<file path="src/common/video_pkg.sv">
`default_nettype none

package video_pkg;

    // RGB565 pixel
    typedef logic [15:0] pixel_t;

    // One DRAM word, pixel 0 in the low bits
    typedef logic [127:0] chunk_t;

    typedef logic [10:0] h_count_t;
    typedef logic [9:0]  v_count_t;

    typedef struct packed {
        chunk_t data;
        logic   last;
    } chunk_beat_t;

    typedef struct packed {
        pixel_t data;
        logic   last;
    } pixel_beat_t;

    localparam int PIXELS_PER_CHUNK = 8;

    // Async FIFO sizing
    localparam int FIFO_DEPTH    = 128;
    localparam int FIFO_PROGFULL = 12;

    // Fill colour while no pixel is ready, pure red
    localparam pixel_t BLANK_PIXEL = 16'b11111_000000_00000;

endpackage

`default_nettype wire

</file>
<file path="src/design/video_timing.sv">
`timescale 1ns/1ps
`default_nettype none

module video_timing #(
    parameter int H_ACTIVE = 1280,
    parameter int H_TOTAL  = 1650,
    parameter int V_ACTIVE = 720,
    parameter int V_TOTAL  = 750
) (
    input  wire                clk_pixel,
    input  wire                rst_n,
    output video_pkg::h_count_t h_count,
    output video_pkg::v_count_t v_count,
    output logic               active_draw
);

    import video_pkg::*;

    h_count_t h_next;
    v_count_t v_next;
    logic     h_wrap;
    logic     v_wrap;

    assign h_wrap = (int'(h_count) == H_TOTAL - 1);
    assign v_wrap = (int'(v_count) == V_TOTAL - 1);

    always_comb begin
        h_next = h_count + 1'b1;
        v_next = v_count;
        if (h_wrap) begin
            h_next = '0;
            // Line done, step to the next one
            if (v_wrap) begin
                v_next = '0;
            end else begin
                v_next = v_count + 1'b1;
            end
        end
    end

    // Flag is computed from the next position so all three move together
    always_ff @(posedge clk_pixel or negedge rst_n) begin
        if (!rst_n) begin
            h_count     <= '0;
            v_count     <= '0;
            active_draw <= 1'b1;
        end else begin
            h_count     <= h_next;
            v_count     <= v_next;
            active_draw <= (int'(h_next) < H_ACTIVE) && (int'(v_next) < V_ACTIVE);
        end
    end

endmodule

`default_nettype wire

</file>
<file path="config.mk">
export PLATFORM = sky130hd
export DESIGN_NAME = video_timing
export DESIGN_NICKNAME = d
export VERILOG_FILES = /design/src/common/video_pkg.sv /design/src/design/video_timing.sv
export SDC_FILE = /design/constraint.sdc
export NUM_CORES = 1
export LEC_CHECK = 0
export BUFFER_PORTS_ARGS = -buffer_cell sky130_fd_sc_hd__buf_4
export CELL_PAD_IN_SITES_DETAIL_PLACEMENT = 1
export CELL_PAD_IN_SITES_GLOBAL_PLACEMENT = 1
export CORE_MARGIN = 1.5
export CORE_UTILIZATION = 37
export DETAILED_ROUTE_END_ITERATION = 16
export MAX_ROUTING_LAYER = met4
export PLACE_DENSITY_LB_ADDON = 0.25
export SLEW_MARGIN = 5
export SYNTH_ARGS = -nofsm -noshare
export SYNTH_HDL_FRONTEND = slang
export SYNTH_SLANG_ARGS = --single-unit
export TNS_END_PERCENT = 50
</file>
<file path="constraint.sdc">
create_clock -name clk_pixel -period 1.8 [get_ports clk_pixel]
set_input_delay 0.36 -clock clk_pixel [delete_from_list [all_inputs] [get_ports clk_pixel]]
set_output_delay 0.36 -clock clk_pixel [all_outputs]
set_load 0.01 [all_outputs]
</file>
Yosys cells after proc, flatten, opt, wreduce, memory -nomap -nowiden
Cells that the tools add are included. W data, S select, Z words.

Reductions and logical operators: 1. Multiplexer cells: 3. Add/subtract/negate cells: 2. $lt $le $gt $ge: 2. Eq/ne operators: 2.

Operators by type and width (number): $mux W10 (2); $add A11 B1 Y11 const B (1); $eq A11 B10 Y1 const B (1); $lt A11 B11 Y1 const B (1); $mux W11 (1); $add A10 B1 Y10 const B (1); $eq A10 B10 Y1 const B (1); $lt A10 B10 Y1 const B (1); $logic_and A1 B1 Y1 (1).

Input port bits: 2. Logic and storage cells: 13. Output and inout bits: 22. Register bits: 22.

Longest topological paths before layout
Gate-level depths: netlist of run 1.

Depth after elaboration: 5. Mapped depth: 8. Gate-level depth less buffers: 7.

Worst setup path after synthesis of run 1
No wires, ideal clock.

Path kind: reg-to-reg. Start point: register v_count[0]. End point: register active_draw. Arrival time: 1802 ps. Library setup time: 88 ps. Cell stages (with the launch flop): 7. Required time: 1712 ps. Period minus slack after synthesis: 1890 ps. Path buffers: 0. Slack: -90 ps. Cells stage by stage: dfrtp_1 > ha_1 > and3_1 > and4_4 > mux2_4 > o2111a_1 > a221oi_2.

Cells in the longest elaborated chain, start to end: 5. Elaborated cells between the ends (all ways): 6. Classes of those cells: add/sub (1); order compare (1); eq/ne (1); mux (2); reduce/logical (1).

Ends and longest elaborated chain: start: declaration (RTL line video_timing.sv:13) `output video_pkg::v_count_t v_count,`; start signal: assignment (RTL line video_timing.sv:49) `v_count <= v_next;`; $add A10 B1 Y10 or $eq A10 B10 Y1 (tied branches) (RTL line video_timing.sv:36, video_timing.sv:25); $mux W10 (RTL line video_timing.sv:33) `if (v_wrap) begin`; $mux W10 * (RTL line video_timing.sv:30) `if (h_wrap) begin`; $lt A10 B10 Y1 * (RTL line video_timing.sv:50) `active_draw <= (int'(h_next) < H_ACTIVE) && (int'(v_next) < V_ACTIVE);`; $logic_and A1 B1 Y1 * (RTL line video_timing.sv:50); end signal: assignment (RTL line video_timing.sv:50); end: declaration (RTL line video_timing.sv:14) `output logic active_draw`.

Every way passes the cells marked *; elsewhere a longest branch is shown, timed or not.

Worst setup path in the final report of run 1
Start point: register h_count[1]. End point: register active_draw.

Cells in the longest elaborated chain, start to end: 4. Elaborated cells between the ends (all ways): 7. Classes of those cells: add/sub (1); order compare (2); eq/ne (1); mux (2); reduce/logical (1).

Ends and longest elaborated chain: start: declaration (RTL line video_timing.sv:12) `output video_pkg::h_count_t h_count,`; start signal: assignment (RTL line video_timing.sv:48) `h_count <= h_next;`; $add A11 B1 Y11 or $eq A11 B10 Y1 (tied branches) (RTL line video_timing.sv:28, video_timing.sv:24); $mux W11 or $mux W10 (tied branches) (RTL line video_timing.sv:30); $lt A11 B11 Y1 or $lt A10 B10 Y1 (tied branches) (RTL line video_timing.sv:50); $logic_and A1 B1 Y1 * (RTL line video_timing.sv:50).

Marked as above.

==> flow_summary.ini, run 1 <==
[critical_path]
endpoint_kind = flop
r2r_start = h_count[1]$_DFF_PN0_
worstPathMaxFanout = 3
ff2ff_path_depth = 7
required_ns = 2.03
cp-start-kind = flop
criticalPathCategory = reg2reg
arrival_ns = 2.22
r2r_slack_ns = -0.19
reg2reg_to = active_draw$_DFF_PN1_

[synth]
synthTopCellsByArea = dfrtp_1 (42%), xnor2_1 (5.6%), nand2_1 (4.2%)
avgSynthCellArea_um2 = 9.78
syn-cell-area_um2 = 1240
ys_seq_elements = 22
async_reset_ff_share_pct = 100
ys_warn_count = 0
ys_seq_area_share_pct = 44.4
synth_top_cells_by_count = dfrtp_1 (21), nand2_1 (14), nor2_1 (14)
yosysTopAreaCell = dfrtp_1
synth_top_area_share_pct = 42.3
yosysMostFrequentCell = dfrtp_1
yosysUniqueCellTypes = 39
synth_edf_count = 0
syn_inst = 127
synthFlopType = dfrtp_1
syn_nets = 133

[cells_and_area]
post-route-util_pct = 53.8
final_area_um2 = 1680
syn_to_final_growth_pct = 35.3
layout-drive-gt1-share_pct = 38.1
diodes = 0
fin_nets = 183

[grt]
grt_util_all_layers_pct = 23.2
antenna_found_initial = 0
grt_pass1_wl_um = 6060
grt_overflow_total = 0
grt_max_degree = 23
grt_pass1_vias = 1310

[place]
placed_cell_area_um2 = 1610
port_buffers = 23
dp_slack_ns = -0.148
gp_congestion = 0.820
dp_hpwl_um = 2720

[sta]
setup_viol = 2
maxSlewViolCount = 0
post-route-period-util_pct = 111
hold_viol = 0
maxSlewHeadroom_pct = 76.9
worst_slew_pin_slew_ns = 0.343
layout_min_cycle_time_ns = 1.99
max_freq_mhz = 503
skew_ns = 0.00289
holdWs_ns = 0.461
rsz0062_at_grt = true
worst_slack_ns = -0.190

[power]
powerDensity_nw_per_um2 = 470
finalPower_uw = 790
p_leak_uw = 0.000788
irDropWorstVdd_uv = 235

[routing]
wl_um = 3680
detailroute.via_count = 1149
ant_nets = 0
wl_per_cell_um = 16.7
drtPass1Iterations = 4
vias_per_cell = 5.22
drc = 0
drtIter0Drc = 64

[cts]
clk_latency_ns = 0.31
cts_root_buf = clkbuf_4
path_clk_slew_ns = 0.13
tritoncts = built
cts_htree_levels = 1
cts.sinks = 22
numCtsBuffers = 3
clk_path_buf_depth = 2

[floorplanning]
fp.dieH_um = 60.9
initial_core_util_pct = 39.7
core_area_um2 = 3130
io-pin-count = 24
fp.dieW_um = 60.9
die_area_um2 = 3710
num_rows = 20

[status]
violations = negative setup slack
outcome = complete, but fails checks

[hold_path]
hp-class = in2async

[run]
maxCapViolCount = 0
==> sequential cells by signal, summed over array words and instances, names as in the netlist <==
register / count
active_draw: 1
h_count: 11
v_count: 10
==> layout make-up <==
cell class / instances / area [um2]
Sequential cell: 22 / 553
Clock buffer: 4 / 36.3
Timing Repair Buffer: 48 / 367
Tap cell: 44 / 55.1
Inverter: 7 / 26.3
Fill cell: 369 / 1450
Multi-Input combinational cell: 95 / 644
==> power breakdown <==
group / switching, uW / internal, uW / total, uW
clock network: 159 / 123 / 283
registers: 0 / 494 / 494
logic: 9.83 / 2.89 / 12.7
total: 169 / 621 / 790
==> layout by cell type (no fill, tap or decap), drive strengths merged, types with 2 or more instances in the layout <==
cell,netlist,final
a21oi,2,2
and2,2,2
and3,4,4
buf,3,47
clkbuf,0,4
dfrtp,21,21
ha,4,4
inv,7,7
nand2,14,14
nand2b,2,2
nand3,8,8
nand4,2,2
nor2,14,14
nor3,3,3
nor4,4,4
o21ai,10,10
or3b,2,2
xnor2,8,8
==> kinds of logic after synthesis <==
kind of cell	share of synthesized area (%)
AOI/OAI and AO/OA	11.3
xor gates and xnor gates	6.34
adders and majority gates	4.03
buffers and inverters	4.03
DFF	44.4
muxes	2.32
and+or+nand+nor	27.6
==> metrics by stage <==
| step | instances | TNS (ns) |
|---|---|---|
| after floorplan | 127 | -0.0866 |
| after global routing | 220 | -0.357 |
| final | 220 | -0.210 |
| after CTS | 220 | -0.201 |
| after global placement | 213 | -0.0355 |
| after detailed placement | 213 | -0.148 |
==> worst max-delay path, stage by stage (launching register included) <==
cell and delay, ns:
dfrtp_1 0.42, inv_1 0.07, ha_1 0.13, and4b_2 0.25, and4_4 0.24, mux2_4 0.30
o2111a_1 0.27, a221oi_2 0.23
==> how the worst max path moves through the flow <==
stage,startpoint,to,slack (ns),depth (start not counted)
floorplan,h_count[1]$_DFF_PN0_,active_draw$_DFF_PN1_,-0.09,7
global placement,h_count[1]$_DFF_PN0_,active_draw$_DFF_PN1_,-0.04,7
detailed placement,h_count[1]$_DFF_PN0_,active_draw$_DFF_PN1_,-0.15,7
CTS,h_count[1]$_DFF_PN0_,active_draw$_DFF_PN1_,-0.19,7
global route,h_count[1]$_DFF_PN0_,active_draw$_DFF_PN1_,-0.25,7
finish,h_count[1]$_DFF_PN0_,active_draw$_DFF_PN1_,-0.19,7
==> per-layer routing <==
| layer | vias to the layer above | global-route usage [%] | routed length, um |
|---|---|---|---|
| met4 | 0 | 10.2 | 84 |
| li1 | 542 | - | - |
| met2 | 22 | 43.6 | 2090 |
| met3 | 8 | 2.99 | 91 |
| met5 | - | - | 0 |
| met1 | 577 | 23.8 | 1420 |
==> repair_timing <==
| item | in CTS | in global routing |
|---|---|---|
| endpoints found under the hold margin | 21 | 0 |
| hold buffers | 1 | 0 |
| gates resized for setup | 1 | 7 |
| setup buffers | 2 | 0 |
| pin swaps | 2 | 0 |
| setup endpoints to repair | 1 | 8 |
(Power assumes the default switching activity.)
==> inputs of run 2 (changes only) <==
--- a/config.mk
+++ b/config.mk
@@ -9,7 +9,8 @@
 export CELL_PAD_IN_SITES_DETAIL_PLACEMENT = 1
 export CELL_PAD_IN_SITES_GLOBAL_PLACEMENT = 1
 export CORE_MARGIN = 1.5
-export CORE_UTILIZATION = 37
+export CORE_UTILIZATION = 39
+export CTS_BUF_LIST = sky130_fd_sc_hd__clkbuf_8
 export DETAILED_ROUTE_END_ITERATION = 16
 export MAX_ROUTING_LAYER = met4
 export PLACE_DENSITY_LB_ADDON = 0.25
==> run 2 against run 1 <==
The flow still finishes with violations (negative setup slack). Sequential share of layout area down 0.81 points. Design area up 2.5%. Global-route usage down 0.55 points. Utilization up 3.2 points. Fmax up 2.6%. Wire length down 1.5%. Hold slack better by 0.065 ns. Flip-flop and latch count unchanged. Via count down 0.52%. Worst setup slack better by 0.050 ns. Combinational power up 6%. Highest routed layer unchanged.
==> flow_summary.ini, run 2 (synthesis gave the netlist of run 1 again) <==
[place]
placed_cell_area_um2 = 1610
port_buffers = 23
dp_hpwl_um = 2660
gp_congestion = 0.893
place_inst = 212

[routing]
drtPass1Iterations = 4
ant_nets = 0
drtIter0Drc = 35
wl_um = 3630
drc = 0
detailroute.via_count = 1143
wl_per_cell_um = 16.5
vias_per_cell = 5.20

[cells_and_area]
diodes = 0
layout-drive-gt1-share_pct = 37.5
final_area_um2 = 1720
largest_reg_flops = 11
top_regs = h_count x11, v_count x10, active_draw x1
fin_nets = 183
final_cell_mix = buf_4 (46), dfrtp_1 (20), nand2_1 (14), nor2_1 (14)
syn_to_final_growth_pct = 38.8
post-route-util_pct = 56.9
final_common_cell = buf_4
top_register = h_count
finalNonFillerCells = 220

[critical_path]
cp-start-kind = flop
critPathMaxStageDelay_ns = 0.38
required_ns = 1.99
worstPathMaxFanout = 3
path_cells = inv_1, ha_1, and4b_2, and4_4, mux2_4, o2111a_1, a221oi_2
slowest_stage = dfrtp_1
arrival_ns = 2.13
criticalPathCategory = reg2reg
endpoint_kind = flop

[grt]
grt_pass1_vias = 1213
antenna_found_initial = 0
grt_overflow_total = 0
grt_pass1_wl_um = 5730
grt_max_degree = 23
grt_util_all_layers_pct = 22.7

[cts]
cts_htree_levels = 1
numCtsBuffers = 3
cts.sinks = 22
path_clk_slew_ns = 0.08
cts_root_buf = clkbuf_8
clk_path_buf_depth = 2
clk_latency_ns = 0.27
tritoncts = built

[floorplanning]
core_area_um2 = 3030
io-pin-count = 24
num_rows = 20
fp.dieW_um = 59.4
fp.dieH_um = 59.4
initial_core_util_pct = 41.0
die_area_um2 = 3530

[sta]
worst_slew_pin_slew_ns = 0.360
post-route-period-util_pct = 108
setup_viol = 1
maxSlewViolCount = 0
hold_viol = 0
maxSlewHeadroom_pct = 75.8
rsz0062_at_grt = true
tns_ns = -0.139
skew_ns = 0.00157
max_freq_mhz = 516
worst_slack_ns = -0.139
layout_min_cycle_time_ns = 1.94

[run]
maxCapViolCount = 0

[power]
irDropWorstVdd_uv = 451
clock_power_share_pct = 42.4
switching_share_pct = 21.3
share_comb_of_total_power_pct = 1.5
pwr-share-seq_pct = 56.1
finalPower_uw = 880
intPower_uw = 693
switching_power_uw = 188
powerDensity_nw_per_um2 = 511
p_leak_uw = 0.000800

[status]
outcome = complete, but fails checks
violations = negative setup slack

[hold_path]
hp-class = in2async
## run 2: routing by layer
metal	vias up	wire, um	GRT usage, %	share of wire [%]
li1	548	-	-	-
met2	22	1960	42.4	54
met1	563	1450	24.9	40
met5	-	0	-	0
met4	0	97	8.12	2.7
met3	10	112	1.53	3.1
## run 2: worst paths after layout
kind	startpoint	end	slack [ns]	depth (start not counted)
setup / recovery	h_count[1]$_DFF_PN0_	active_draw$_DFF_PN1_	-0.14	7
min in group clk_pixel	h_count[0]$_DFF_PN0_	h_count[1]$_DFF_PN0_	0.57	2
hold reg to reg	h_count[0]$_DFF_PN0_	h_count[1]$_DFF_PN0_	0.57	2
setup reg to reg	h_count[1]$_DFF_PN0_	active_draw$_DFF_PN1_	-0.14	7
hold / removal	rst_n	v_count[3]$_DFFE_PN0N_	0.53	2
max in group asynchronous	rst_n	active_draw$_DFF_PN1_	0.99	2
## run 2: cell type report
type | instances | area, um2
timing repair buffer | 48 | 375
sequential | 22 | 553
clock buffer | 4 | 55.1
tap | 44 | 55.1
multi-input combinational | 95 | 659
fill | 355 | 1300
inverter | 7 | 26.3
## run 2: timing repair
action / 4_1_cts / 5_1_grt
endpoints found under the setup margin: 1 / 6
hold endpoints to repair: 21 / 0
pin swaps: 2 / 0
hold buffers: 1 / 0
setup buffers: 2 / 1
gates resized for setup: 0 / 9
## run 2: worst max-delay path, delay by kind of cell (launching register included)
kind                       cells  cell delay, ns
AOI/OAI and AO/OA              2            0.51
and+or+nand+nor                2            0.49
DFF                            1            0.38
muxes                          1            0.30
adders and majority gates      1            0.13
buffers and inverters          1            0.06
## run 2: stage by stage
step	setup slack [ns]	hold WS, ns
after global routing	-0.202	0.544
after global placement	-0.0278	0.267
final	-0.139	0.525
after CTS	-0.0982	0.526
after detailed placement	-0.117	0.272
after floorplan	-0.0866	0.0644
## run 2: power by group through the flow
stage | clock network, uW | registers (uW) | logic, uW
finish | 373 | 494 | 13.4
floorplan | 0 | 504 | 0.000247
global route | 397 | 494 | 14.7
global placement | 0 | 504 | 11.7
CTS | 374 | 494 | 13.9
detailed placement | 0 | 504 | 12.2
